--- config.mk ---
export PLATFORM = sky130hd
export DESIGN_NAME = csidhScheduler
export DESIGN_NICKNAME = d
export VERILOG_FILES = /design/src/hdl/csidhPkg.sv /design/src/hdl/scaleIf.sv /design/src/hdl/selectIf.sv /design/src/hdl/batchSelector.sv /design/src/hdl/csidhScheduler.sv /design/src/hdl/exponentBank.sv /design/src/hdl/roundControl.sv /design/src/hdl/wordSerialScaler.sv
export VERILOG_INCLUDE_DIRS = /design/src /design/src/hdl
export SDC_FILE = /design/constraint.sdc
export NUM_CORES = 2
export LEC_CHECK = 0
export BUFFER_PORTS_ARGS = -buffer_cell sky130_fd_sc_hd__buf_2
export CAP_MARGIN = 20
export CORE_ASPECT_RATIO = 1.4
export CORE_MARGIN = 3
export CORE_UTILIZATION = 50
export CTS_CLUSTER_DIAMETER = 150
export DETAILED_ROUTE_END_ITERATION = 10
export GPL_TIMING_DRIVEN = 0
export HOLD_SLACK_MARGIN = 0.12
export PLACE_DENSITY = 0.69
export SLEW_MARGIN = 30
export SYNTH_ARGS = -nofsm -noshare
export SYNTH_HDL_FRONTEND = slang
export SYNTH_HIERARCHICAL = 1
export SYNTH_SLANG_ARGS = --single-unit
--- constraint.sdc ---
create_clock -name clk -period 18.4 [get_ports clk]
set_input_delay 1.84 -clock clk [delete_from_list [all_inputs] [get_ports clk]]
set_output_delay 1.84 -clock clk [all_outputs]
set_load 0.05 [all_outputs]
--- src/hdl/csidh_macros.svh ---
`ifndef CSIDH_MACROS_SVH
`define CSIDH_MACROS_SVH

// --------------------
// field and scaler
// --------------------
`define CSIDH_N 512
`define CSIDH_LIMB 32

// --------------------
// key and batching
// --------------------
`define CSIDH_NUM_PRIMES 74
`define CSIDH_BATCH_MAX 16
`define CSIDH_EXP_BITS 4
`define CSIDH_PRIME_BITS 12
`define CSIDH_KEY_BITS 296

`endif

--- src/hdl/csidhPkg.sv ---
`include "csidh_macros.svh"

package csidhPkg;

	// --------------------
	// vector types
	// --------------------
	typedef logic [`CSIDH_N-1:0] fieldWord_t;
	typedef logic [`CSIDH_LIMB-1:0] limb_t;
	typedef logic [`CSIDH_PRIME_BITS-1:0] smallPrime_t;
	// sign on top, set for the twist direction
	typedef logic [`CSIDH_EXP_BITS-1:0] expCode_t;
	typedef logic [6:0] primeIndex_t;
	typedef logic [`CSIDH_NUM_PRIMES-1:0] primeMask_t;
	typedef logic [4:0] batchCount_t;
	typedef logic [`CSIDH_KEY_BITS-1:0] privateKey_t;

	localparam int signBit = `CSIDH_EXP_BITS - 1;

	// --------------------
	// state machines
	// --------------------
	typedef enum logic [2:0] {
		ctrlIdle,
		ctrlSelect,
		ctrlSelWait,
		ctrlScan,
		ctrlMulWait,
		ctrlOffer,
		ctrlFinish
	} ctrlState_t;

	typedef enum logic {
		selIdle,
		selScan
	} selState_t;

	// small primes, ascending, 587 last
	localparam smallPrime_t primeTable [`CSIDH_NUM_PRIMES] = '{
		12'd3,   12'd5,   12'd7,   12'd11,  12'd13,  12'd17,  12'd19,  12'd23,
		12'd29,  12'd31,  12'd37,  12'd41,  12'd43,  12'd47,  12'd53,  12'd59,
		12'd61,  12'd67,  12'd71,  12'd73,  12'd79,  12'd83,  12'd89,  12'd97,
		12'd101, 12'd103, 12'd107, 12'd109, 12'd113, 12'd127, 12'd131, 12'd137,
		12'd139, 12'd149, 12'd151, 12'd157, 12'd163, 12'd167, 12'd173, 12'd179,
		12'd181, 12'd191, 12'd193, 12'd197, 12'd199, 12'd211, 12'd223, 12'd227,
		12'd229, 12'd233, 12'd239, 12'd241, 12'd251, 12'd257, 12'd263, 12'd269,
		12'd271, 12'd277, 12'd281, 12'd283, 12'd293, 12'd307, 12'd311, 12'd313,
		12'd317, 12'd331, 12'd337, 12'd347, 12'd349, 12'd353, 12'd359, 12'd367,
		12'd373, 12'd587
	};

endpackage

--- src/hdl/scaleIf.sv ---
`timescale 1ns/1ps

interface scaleIf import csidhPkg::*; ();

	logic start;
	fieldWord_t operand;
	smallPrime_t factor;
	fieldWord_t product;
	logic done;

	modport ctrl (
		output start,
		output operand,
		output factor,
		input  product,
		input  done
	);

	modport unit (
		input  start,
		input  operand,
		input  factor,
		output product,
		output done
	);

endinterface

--- src/hdl/selectIf.sv ---
`timescale 1ns/1ps

interface selectIf import csidhPkg::*; ();

	logic start;
	// requested direction, high for twist
	logic negative;
	logic done;
	primeMask_t mask;
	logic empty;

	modport ctrl (
		output start,
		output negative,
		input  done,
		input  mask,
		input  empty
	);

	modport unit (
		input  start,
		input  negative,
		output done,
		output mask,
		output empty
	);

endinterface

--- src/hdl/batchSelector.sv ---
`timescale 1ns/1ps
`include "csidh_macros.svh"

module batchSelector import csidhPkg::*; (
	input  logic clk,
	input  logic rst,
	selectIf.unit sel,
	output primeIndex_t readIndex,
	input  expCode_t readCode
);

	localparam primeIndex_t LastIndex = primeIndex_t'(`CSIDH_NUM_PRIMES - 1);
	localparam batchCount_t LastSlot = batchCount_t'(`CSIDH_BATCH_MAX - 1);

	selState_t state;
	primeIndex_t index;
	batchCount_t count;
	primeMask_t mask;
	logic negative;
	logic doneReg;
	logic hit;

	// right direction and something left to spend
	assign hit = (readCode[signBit] == negative) && (readCode[signBit-1:0] != '0);
	assign readIndex = index;

	always_ff @(posedge clk) begin
		if (rst) begin
			state <= selIdle;
			index <= '0;
			count <= '0;
			doneReg <= 1'b0;
		end else begin
			doneReg <= 1'b0;
			case (state)
				selIdle: begin
					if (sel.start) begin
						index <= '0;
						count <= '0;
						state <= selScan;
					end
				end
				selScan: begin
					if (hit) begin
						count <= count + 1'b1;
					end
					// stop at the table end or on the last free slot
					if ((index == LastIndex) || (hit && (count == LastSlot))) begin
						doneReg <= 1'b1;
						state <= selIdle;
					end else begin
						index <= index + 1'b1;
					end
				end
				default: state <= selIdle;
			endcase
		end
	end

	always_ff @(posedge clk) begin
		if (state == selIdle && sel.start) begin
			mask <= '0;
			negative <= sel.negative;
		end else if (state == selScan && hit) begin
			mask[index] <= 1'b1;
		end
	end

	assign sel.mask = mask;
	assign sel.done = doneReg;
	assign sel.empty = (count == '0);

endmodule

--- src/hdl/csidhScheduler.sv ---
`timescale 1ns/1ps

module csidhScheduler import csidhPkg::*; (
	input  logic clk,
	input  logic rst,
	input  logic start,
	input  privateKey_t privateKey,
	output logic batchValid,
	input  logic batchReady,
	input  primeMask_t resultMask,
	output primeMask_t batchMask,
	output fieldWord_t batchScalar,
	output logic batchNegative,
	output logic busy,
	output logic done
);

	scaleIf scaleBus ();
	selectIf selBus ();

	logic load;
	logic apply;
	primeMask_t applyMask;
	primeIndex_t readIndex;
	expCode_t readCode;

	exponentBank exponentBank_i (
		.clk(clk),
		.rst(rst),
		.load(load),
		.privateKey(privateKey),
		.readIndex(readIndex),
		.readCode(readCode),
		.applyMask(applyMask),
		.apply(apply)
	);

	wordSerialScaler wordSerialScaler_i (
		.clk(clk),
		.rst(rst),
		.scale(scaleBus.unit)
	);

	batchSelector batchSelector_i (
		.clk(clk),
		.rst(rst),
		.sel(selBus.unit),
		.readIndex(readIndex),
		.readCode(readCode)
	);

	roundControl roundControl_i (
		.clk(clk),
		.rst(rst),
		.start(start),
		.privateKey(privateKey),
		.load(load),
		.apply(apply),
		.applyMask(applyMask),
		.sel(selBus.ctrl),
		.scale(scaleBus.ctrl),
		.batchValid(batchValid),
		.batchReady(batchReady),
		.resultMask(resultMask),
		.batchMask(batchMask),
		.batchScalar(batchScalar),
		.batchNegative(batchNegative),
		.busy(busy),
		.done(done)
	);

endmodule

--- src/hdl/exponentBank.sv ---
`timescale 1ns/1ps
`include "csidh_macros.svh"

module exponentBank import csidhPkg::*; (
	input  logic clk,
	input  logic rst,
	input  logic load,
	input  privateKey_t privateKey,
	input  primeIndex_t readIndex,
	output expCode_t readCode,
	input  primeMask_t applyMask,
	input  logic apply
);

	expCode_t codes [`CSIDH_NUM_PRIMES];

	always_ff @(posedge clk) begin
		if (rst) begin
			for (int i = 0; i < `CSIDH_NUM_PRIMES; i++) begin
				codes[i] <= '0;
			end
		end else if (load) begin
			// prime 0 sits in the top nibble
			for (int i = 0; i < `CSIDH_NUM_PRIMES; i++) begin
				codes[i] <= privateKey[`CSIDH_EXP_BITS*(`CSIDH_NUM_PRIMES-1-i) +: `CSIDH_EXP_BITS];
			end
		end else if (apply) begin
			for (int i = 0; i < `CSIDH_NUM_PRIMES; i++) begin
				// magnitude only, sign kept
				if (applyMask[i] && (codes[i][signBit-1:0] != '0)) begin
					codes[i] <= {codes[i][signBit], codes[i][signBit-1:0] - 1'b1};
				end
			end
		end
	end

	assign readCode = (readIndex < `CSIDH_NUM_PRIMES) ? codes[readIndex] : '0;

endmodule

--- src/hdl/roundControl.sv ---
`timescale 1ns/1ps
`include "csidh_macros.svh"

module roundControl import csidhPkg::*; (
	input  logic clk,
	input  logic rst,
	input  logic start,
	input  privateKey_t privateKey,
	output logic load,
	output logic apply,
	output primeMask_t applyMask,
	selectIf.ctrl sel,
	scaleIf.ctrl scale,
	output logic batchValid,
	input  logic batchReady,
	input  primeMask_t resultMask,
	output primeMask_t batchMask,
	output fieldWord_t batchScalar,
	output logic batchNegative,
	output logic busy,
	output logic done
);

	localparam primeIndex_t LastIndex = primeIndex_t'(`CSIDH_NUM_PRIMES - 1);

	ctrlState_t state;
	primeIndex_t primeIdx;
	fieldWord_t scalar;
	logic negative;
	logic keyActive;
	logic inBatch;
	logic transfer;

	// any nonzero magnitude in the incoming key
	always_comb begin
		keyActive = 1'b0;
		for (int i = 0; i < `CSIDH_NUM_PRIMES; i++) begin
			keyActive = keyActive | (|privateKey[`CSIDH_EXP_BITS*i +: signBit]);
		end
	end

	assign inBatch = sel.mask[primeIdx];
	assign transfer = (state == ctrlOffer) && batchReady;

	assign load = start && (state == ctrlIdle);
	assign sel.start = (state == ctrlSelect);
	assign sel.negative = negative;
	assign scale.start = (state == ctrlScan) && !inBatch;
	assign scale.operand = scalar;
	assign scale.factor = primeTable[primeIdx];

	assign batchValid = (state == ctrlOffer);
	assign batchMask = sel.mask;
	assign batchScalar = scalar;
	assign batchNegative = negative;
	assign busy = (state != ctrlIdle);

	// --------------------
	// round FSM
	// --------------------
	always_ff @(posedge clk) begin
		if (rst) begin
			state <= ctrlIdle;
			primeIdx <= '0;
			negative <= 1'b0;
			apply <= 1'b0;
			done <= 1'b0;
		end else begin
			apply <= 1'b0;
			case (state)
				ctrlIdle: begin
					if (start) begin
						done <= 1'b0;
						negative <= 1'b0;
						state <= keyActive ? ctrlSelect : ctrlFinish;
					end
				end
				ctrlSelect: state <= ctrlSelWait;
				ctrlSelWait: begin
					if (sel.done) begin
						if (!sel.empty) begin
							primeIdx <= '0;
							state <= ctrlScan;
						end else if (!negative) begin
							// positive side exhausted, twist side from now on
							negative <= 1'b1;
							state <= ctrlSelect;
						end else begin
							state <= ctrlFinish;
						end
					end
				end
				ctrlScan: begin
					if (!inBatch) begin
						state <= ctrlMulWait;
					end else if (primeIdx == LastIndex) begin
						state <= ctrlOffer;
					end else begin
						primeIdx <= primeIdx + 1'b1;
					end
				end
				ctrlMulWait: begin
					if (scale.done) begin
						if (primeIdx == LastIndex) begin
							state <= ctrlOffer;
						end else begin
							primeIdx <= primeIdx + 1'b1;
							state <= ctrlScan;
						end
					end
				end
				ctrlOffer: begin
					if (batchReady) begin
						apply <= 1'b1;
						state <= ctrlSelect;
					end
				end
				ctrlFinish: begin
					done <= 1'b1;
					state <= ctrlIdle;
				end
				default: state <= ctrlIdle;
			endcase
		end
	end

	// scalar k and decrement mask
	always_ff @(posedge clk) begin
		if (state == ctrlSelWait && sel.done) begin
			scalar <= fieldWord_t'(4);
		end else if (state == ctrlMulWait && scale.done) begin
			scalar <= scale.product;
		end
		if (transfer) begin
			applyMask <= sel.mask & resultMask;
		end
	end

endmodule

--- src/hdl/wordSerialScaler.sv ---
`timescale 1ns/1ps

module wordSerialScaler import csidhPkg::*; #(
	parameter int LimbWidth = $bits(limb_t)
) (
	input logic clk,
	input logic rst,
	scaleIf.unit scale
);

	localparam int FieldBits = $bits(fieldWord_t);
	localparam int PrimeBits = $bits(smallPrime_t);
	localparam int Limbs = FieldBits / LimbWidth;
	localparam int CountBits = $clog2(Limbs + 1);

	fieldWord_t operandReg;
	fieldWord_t productReg;
	smallPrime_t factorReg;
	logic [PrimeBits-1:0] carry;
	logic [LimbWidth+PrimeBits-1:0] partial;
	logic [CountBits-1:0] limbCount;
	logic running;
	logic doneReg;

	// lowest remaining limb times the prime, plus overflow of the previous limb
	assign partial = operandReg[LimbWidth-1:0] * factorReg + carry;

	// --------------------
	// sequencing
	// --------------------
	always_ff @(posedge clk) begin
		if (rst) begin
			running <= 1'b0;
			doneReg <= 1'b0;
			limbCount <= '0;
		end else begin
			doneReg <= 1'b0;
			if (!running && scale.start) begin
				running <= 1'b1;
				limbCount <= '0;
			end else if (running) begin
				limbCount <= limbCount + 1'b1;
				if (limbCount == CountBits'(Limbs - 1)) begin
					running <= 1'b0;
					doneReg <= 1'b1;
				end
			end
		end
	end

	// --------------------
	// datapath
	// --------------------
	always_ff @(posedge clk) begin
		if (!running && scale.start) begin
			operandReg <= scale.operand;
			factorReg <= scale.factor;
			carry <= '0;
		end else if (running) begin
			operandReg <= operandReg >> LimbWidth;
			// result limbs enter from the top, final carry falls off
			productReg <= (productReg >> LimbWidth) |
				(fieldWord_t'(partial[LimbWidth-1:0]) << (FieldBits - LimbWidth));
			carry <= partial[LimbWidth+PrimeBits-1:LimbWidth];
		end
	end

	assign scale.product = productReg;
	assign scale.done = doneReg;

endmodule

**After elaboration in Yosys (flattened, before gate mapping)**

Memory sizes are Yosys's and may differ from the RTL's. A register that Yosys moved wholly into a read port is not among the register bits.
Index checks and enable logic that the tools add are counted.

- Register bits after elaboration: 1731
- RAM bits: 296
- Memory bits (read-only): 1536
- Logic and storage cells: 1180
- Memories kept: 2

Memories:

| name | words | bits a word | rd ports | clocked after memory_dff | wr ports | line | text |
|---|---|---|---|---|---|---|---|
| (name not given) | 128 | 12 | 1 | 1 | 0 | roundControl.sv:50 | `assign scale.factor = primeTable[primeIdx];` |
| exponentBank_i.codes | 74 | 4 | 75 | 1 | 74 | exponentBank.sv:15 | `` expCode_t codes [`CSIDH_NUM_PRIMES]; `` |

- $add $sub $neg: 79
- Multiply operators: 1
- $lt $le $gt $ge: 4
- Equal/unequal tests: 22
- Multiplexer cells: 569
- Bitwise gates (word level): 229
- Reductions and logical operators: 255

Operators by type and width:

| cell | number |
|---|---|
| 512-bit two-way mux | 2 |
| 4-bit two-way mux | 149 |
| 480-bit by 512-bit OR with 512-bit output | 1 |
| 1-bit two-way mux | 388 |
| 3-bit nonzero test | 77 |
| 3-bit OR reduction | 75 |
| 3-bit by 1-bit subtractor with 3-bit output (second input constant) | 74 |
| 1-bit OR | 221 |
| 1-bit logical AND | 85 |
| 74-bit bitwise AND | 1 |
| 74-bit OR | 1 |
| 7-bit two-way mux | 9 |
| 44-bit by 12-bit adder with 44-bit output | 1 |
| 32-bit by 12-bit multiplier with 44-bit output | 1 |
| 3-bit two-way mux | 10 |
| 7-bit one-hot mux with 3 select lines | 1 |
| 3-bit one-hot mux with 6 select lines | 1 |
| 7-bit by 8-bit < comparator with 1-bit output (second input constant) | 2 |
| 7-bit by 1-bit adder with 7-bit output (second input constant) | 2 |
| 7-bit equality test (second input constant) | 2 |
| 7-bit one-hot mux with 2 select lines | 1 |
| 2-bit != test (second input constant) | 6 |
| 5-bit by 1-bit adder with 5-bit output (second input constant) | 2 |
| 5-bit by 4-bit equality test with 1-bit output (second input constant) | 2 |
| other kinds (24) | 45 |

**Longest topological paths before layout**

- Depth in word-level cells: 77
- Mapped depth: 23

**By module**

Netlist, hierarchy kept.

Modules (own cells, without submodules):

| module | instances | cells each | area each (sq um) |
|---|---|---|---|
| wordSerialScaler | 1 | 3206 | 50424.6 |
| roundControl | 1 | 3364 | 27331.2 |
| exponentBank | 1 | 1671 | 18480.2 |
| batchSelector | 1 | 361 | 3290.7 |

**Worst setup path before layout**

OpenSTA, ideal clock, no wires.

- Path type: register to register
- From: reg wordSerialScaler_i.running
- To: reg wordSerialScaler_i.productReg[0], in the netlist wordSerialScaler_i/scale.product[0] (enable)
- Library setup time: 1072 ps
- Data arrival time: 14291 ps
- Data required time: 17328 ps
- Path slack: 3037 ps
- Cell stages (with the launch flop): 3
- Buffers on the path: 2
- Period minus slack after synthesis: 15363 ps
- Cell sequence: dfxtp_1 buf_6 clkbuf_1

- Longest elaborated chain between the ends: 4

Ends and longest elaborated chain:

| element | line | text |
|---|---|---|
| start: declaration | wordSerialScaler.sv:22 | `logic running;` |
| start signal: assignment | wordSerialScaler.sv:33 | `running <= 1'b0;` |
| start signal: assignment | wordSerialScaler.sv:39 | `running <= 1'b1;` |
| start signal: assignment | wordSerialScaler.sv:44 | `running <= 1'b0;` |
| 1-bit zero test | wordSerialScaler.sv:55 | `if (!running && scale.start) begin` |
| 1-bit logical AND | wordSerialScaler.sv:55 |  |
| 1-bit NOT (no source line) | - |  |
| 2-bit AND reduction (no source line) (*) | - |  |
| end signal: assignment | wordSerialScaler.sv:62 | `productReg <= (productReg >> LimbWidth) \|` |
| end: declaration | wordSerialScaler.sv:17 | `fieldWord_t productReg;` |

Mark *: on every way between the ends. The rest lies on a longest branch, timed or not.
A chain may end at the register's enable or synchronous reset.

**Final worst setup path**

- From: reg wordSerialScaler_i.factorReg[8]
- To: reg wordSerialScaler_i.carry[10]

- Longest elaborated chain between the ends: 2

Ends and longest elaborated chain:

| element | line | text |
|---|---|---|
| start: declaration | wordSerialScaler.sv:18 | `smallPrime_t factorReg;` |
| 32-bit by 12-bit multiplier with 44-bit output | wordSerialScaler.sv:26 | `assign partial = operandReg[LimbWidth-1:0] * factorReg + carry;` |
| 44-bit by 12-bit adder with 44-bit output | wordSerialScaler.sv:26 |  |
| end signal: assignment | wordSerialScaler.sv:64 | `carry <= partial[LimbWidth+PrimeBits-1:LimbWidth];` |
| end: declaration | wordSerialScaler.sv:19 | `logic [PrimeBits-1:0] carry;` |

Every way passes these cells.

==> flow_results.org <==
** Clock tree
- Counting the buffers created by CTS gives around 200.
- The root buffer cell chosen for the clock tree is clkbuf_16.
- Clk_lat worst skew :: 0.90 ns
- Post-CTS Setup Bufs :: 0
- Post-CTS Hold Fix Bufs :: 0
- Worst-case clock buffer depth :: 4
- TritonCTS built the clock tree.
- Clock tree synthesis found a total of around 2000 sinks.
- After clock tree synthesis, the clock-pin slew on the worst setup and hold paths is 0.07 ns.
- In this run, post-CTS repair resized a total of 0 instances.
- The clock tree synthesis step divided the H-tree into 4 levels.

** Synth
- Post-synthesis async set-or-reset flop share :: 0%
- After technology mapping, the gate count stands at 8602.
- Synth Flop Type :: edfxtp_1
- Number of synthesized register bits :: 2039
- Yosys printed 6 warnings.
- Counting flops with a built-in enable in the synthesized netlist gives 1407.
- The mapped netlist covers 99500 um^2.
- Number of library cell types mapped by synthesis :: around 100
- After synthesis, the mean cell area works out to around 12 um^2.
- Sequential cells were found to cover 55.2% of the synthesized design area.

** Status
- The run finished with clean final reports.

** Die
- During I/O placement, the number of pins put on the boundary was 964.
- Measured along the x axis, the die boundary spans 383 um.
- Vertical die dimension :: 534 um
- Floorplan die area :: between 200000 and 250000 um^2
- The initialized floorplan defines 193 standard-cell rows.
- Core outline area :: 198000 um^2
- For this configuration, the core starts out at a cell density of 50.3%.

** Route
- Via Count :: 71000
- In the final routed layout, each cell accounts on average for approximately 32 um.
- First-iteration detailed-routing DRC count :: 6361
- Routed Wire Length :: 403000 um
- Post-detailed-route DRC marker count :: 0
- Detail Route Antenna Nets :: 0
- Number of vias per cell after detailed routing :: 5.61
- First-pass iteration count of the detailed router :: 8

** Cells and area
- Final std cell area, no fill :: 115000 um^2
- The net count of the finished layout is around 11000.
- Fill count :: 16600
- Cells with a size suffix above 1 make up 25.6% of the layout.
- Layout area overhead :: 15.8%

** Power and ir drop
- Per report_power, the clock group accounts for a little over a fifth of the total.
- Combinational cell fraction of total power :: 47.6%
- Summed over all nets, the switching power comes to 8210 uW.
- Max IR drop VDD :: a little under 400 uV
- In this run switching power makes up approximately two fifths of total power.
- Power spread over the standard cell area amounts to between 150 and 200 nW/um^2.
- Summed over all cells, the static leakage comes to 0.0463 uW.
- Of the total power, registers draw 31.2%.
- Power consumption :: 20300 uW
- The internal power of the cells totals between 10000 and 15000 uW.

** Placement
- Number of input and output port buffers inserted :: slightly below 1000
- Area of placed instances :: ~110000 um^2
- Summed over all nets, the half-perimeter wirelength after detailed placement is around 330000 um.
- The congestion estimate from routability-driven global placement came to 1.12.
- DP Worst Slack :: between 10 and 15 ns

** Worst setup path
- Startpoint-to-endpoint class of the critical path :: reg -> reg
- Critical Path Slowest Stage Cell :: clkbuf_1
- In this run the worst path has a maximum fanout of 10.
- Critical path arrival :: 7.88 ns
- Chain of cells forming the critical path :: clkbuf_1 > nand2_1 > fa_1 > inv_1 > fa_1 > fa_1 > fa_1 > inv_1 > fa_1 > inv_1 > ha_1 > clkbuf_1 > a21o_1 > o21bai_1 > a31oi_1 > o21ai_0 > a311oi_1 > o41ai_2 > a311oi_1 > xnor2_1 > a22o_1
- The largest single stage delay on the critical path is 0.74 ns.
- STA classifies the critical path endpoint as a flip-flop.
- CP Buf/Inv Count :: 5
- STA classifies the critical path startpoint as a flip-flop.
- Top delay family on crit path :: adder cells
- The most critical setup path has its startpoint at wordSerialScaler_i/factorReg[8]$_DFFE_PP_.
- Critical path required time :: 19.08 ns
- RR Startpoint :: wordSerialScaler_i/factorReg[8]$_DFFE_PP_
- Crit path top cell by count :: fa_1

** GRT
- Entering global routing, the biggest net connects 91 pins.
- Global routing finished with a remaining overflow of 0.
- The first global-routing pass estimated 549000 um of wire.
- Total Routing Usage GR :: 38.7%
- Initial antenna violation count :: 57
- The via count of the first global-routing pass came to about 72000.

** STA
- In this run the tightest slew margin relative to its limit is 26.1%.
- The hold violation total from the final report was 0.
- For the final database, setup skew stands at ~0.11 ns.
- Setup slack closes at 11.20 ns.
- Number of slew-limit violations in the final report :: 0
- Setup repair after global routing left no endpoint under its margin.
- Dividing the final minimum period by the clock period gives 39.2%.
- Setup violations remaining at the end of the flow were counted as 0.
- The worst path needs 7.20 ns of the cycle, external delays included.
- Peak Freq :: between 100 and 150 MHz
- Setup TNS :: 0 ns
- Transition time of the tightest slew-check pin :: between 1 and 1.5 ns

** Hold path
- The min-delay analysis places its worst path in the category reg -> reg.
- Start point of the worst min-delay path :: wordSerialScaler_i/scale.product[360]$_DFFE_PP_

** Run
- Max-capacitance violation count :: 0
-- per-stage QoR --
stage	cells	hold WS [ns]	utilization (%)
after floorplan	8603	0.426	-
after global placement	12200	0.431	54.4
after detailed placement	12200	0.432	54.8
after CTS	12600	0.376	58.2
after global routing	12600	0.395	58.3
final	12700	0.391	58.3
-- registers in the layout (all words and copies together) (netlist names), 3 cells and up --
name,cells
wordSerialScaler_i/factorReg,12
batchSelector_i/readIndex,7
wordSerialScaler_i/operandReg,512
batchSelector_i/count,5
batchSelector_i/sel.mask,74
wordSerialScaler_i/limbCount,5
roundControl_i/batchScalar,512
roundControl_i/state,3
roundControl_i/primeIdx,7
wordSerialScaler_i/carry,12
roundControl_i/applyMask,74
exponentBank_i/codes,296
wordSerialScaler_i/scale.product,512
-- layer usage --
layer / track usage (%) / wire (um) / part of all wire (%) / up-vias
li1: - / - / - / 31200
met1: 37.9 / 124000 / 31 / 35300
met2: 64.4 / 192000 / 48 / 3502
met3: 12.7 / 40300 / 10 / 1045
met4: 36.0 / 46000 / 11 / 2
met5: 0 / 13 / 0.0032 / -
-- worst reg2reg max path, delay by kind of cell, from the launching register on --
kind                       cells  cell delay [ns]
buffers and inverters          5             1.09
xor gates and xnor gates       1             0.14
AOI/OAI and AO/OA              8             2.35
adders and majority gates      6             2.69
DFF                            1             0.65
and+or+nand+nor                1             0.16
-- power by group through the flow --
stage / sequential (uW) / clock, uW / combinational [uW]
final: 6330 / 4280 / 9650
after global routing: 6350 / 4500 / 10600
after CTS: 6320 / 4330 / 9550
after detailed placement: 6410 / 0 / 9360
after global placement: 6790 / 0 / 9250
after floorplan: 6430 / 0 / 6610
-- cell usage after synthesis, drive strengths merged, types with 6 or more instances --
cell	count	area, um^2
nand2	1634	6130
edfxtp	1407	42300
buf	652	4860
a21oi	636	3190
dfxtp	632	12700
inv	568	2130
mux2	494	5560
clkbuf	375	1410
and2	318	1990
fa	311	6230
ha	276	3450
o21ai	252	1260
nor2	161	609
nand3	100	505
xnor2	95	832
nand2b	92	576
mux4	78	1850
mux2i	68	681
nor4	65	434
a31oi	49	307
nor2b	24	150
nor3	23	115
nand4	22	138
xor2	22	200
a21o	21	158
o211ai	21	158
and3	17	106
a211oi	15	118
or3	15	101
or2	13	81.3
nor3b	12	100
a22oi	11	82.6
o21bai	9	67.6
and3b	8	70.1
or4	8	63.8
a2111oi	7	81.3
o21a	7	52.6
a22o	6	52.6
-- area by class of cell --
| class | count | area, um^2 | share of cell area, % |
|---|---|---|---|
| Timing Repair Buffer | 992 | 5440 | 4.72 |
| Clock buffer | 256 | 5560 | 4.82 |
| Sequential cell | 2039 | 54900 | 47.6 |
| Tap cell | 2632 | 3290 | 2.86 |
| Antenna cell | 53 | 133 | 0.115 |
| Clock inverter | 117 | 1200 | 1.04 |
| Inverter | 570 | 2150 | 1.87 |
| Multi-Input combinational cell | 4967 | 36300 | 31.5 |
| Buffer | 1027 | 6280 | 5.45 |
-- cells in the final DEF, fill, tap and decap left out, types with 21 or more instances in the layout --
cell          n
clkinv_1     31
nor2b_1      24
ha_1        276
nor4_1       60
o21ai_0     245
fa_1        311
diode_2      53
a31oi_1      49
mux2i_1      68
inv_1       566
bufinv_16    21
buf_2       991
nand3_1      99
buf_4       596
clkbuf_1    395
a21o_1       21
edfxtp_1   1407
clkinv_2     37
nor2_1      159
clkbuf_16   208
xor2_1       21
a21oi_1     634
mux2_2      493
nand2b_1     92
o211ai_1     21
dfxtp_1     631
and2_1      316
xnor2_1      95
nand2_1    1634
nand4_1      22
mux4_1       25
mux4_2       53
-- cells by family after synthesis --
logic type,after synthesis,synth area share [%]
adder cells (fa/ha/maj),587,9.73
other,2,0.00755
flip-flops,2039,55.2
buffers and inverters,1597,8.44
XOR/XNOR,117,1.04
AND/OR/NAND/NOR,2526,11.4
AO/OA/AOI/OAI,1094,6.11
multiplexers,640,8.13
-- final timing paths --
path	endpoint	slack (ns)	depth (start not counted)
max	wordSerialScaler_i/carry[10]$_SDFFE_PP0P_	11.20	21
min	wordSerialScaler_i/scale.product[328]$_DFFE_PP_	0.39	0
max reg2reg	wordSerialScaler_i/carry[10]$_SDFFE_PP0P_	11.20	21
min reg2reg	wordSerialScaler_i/scale.product[328]$_DFFE_PP_	0.39	0
No activity file was read; power rests on OpenSTA's default activity.
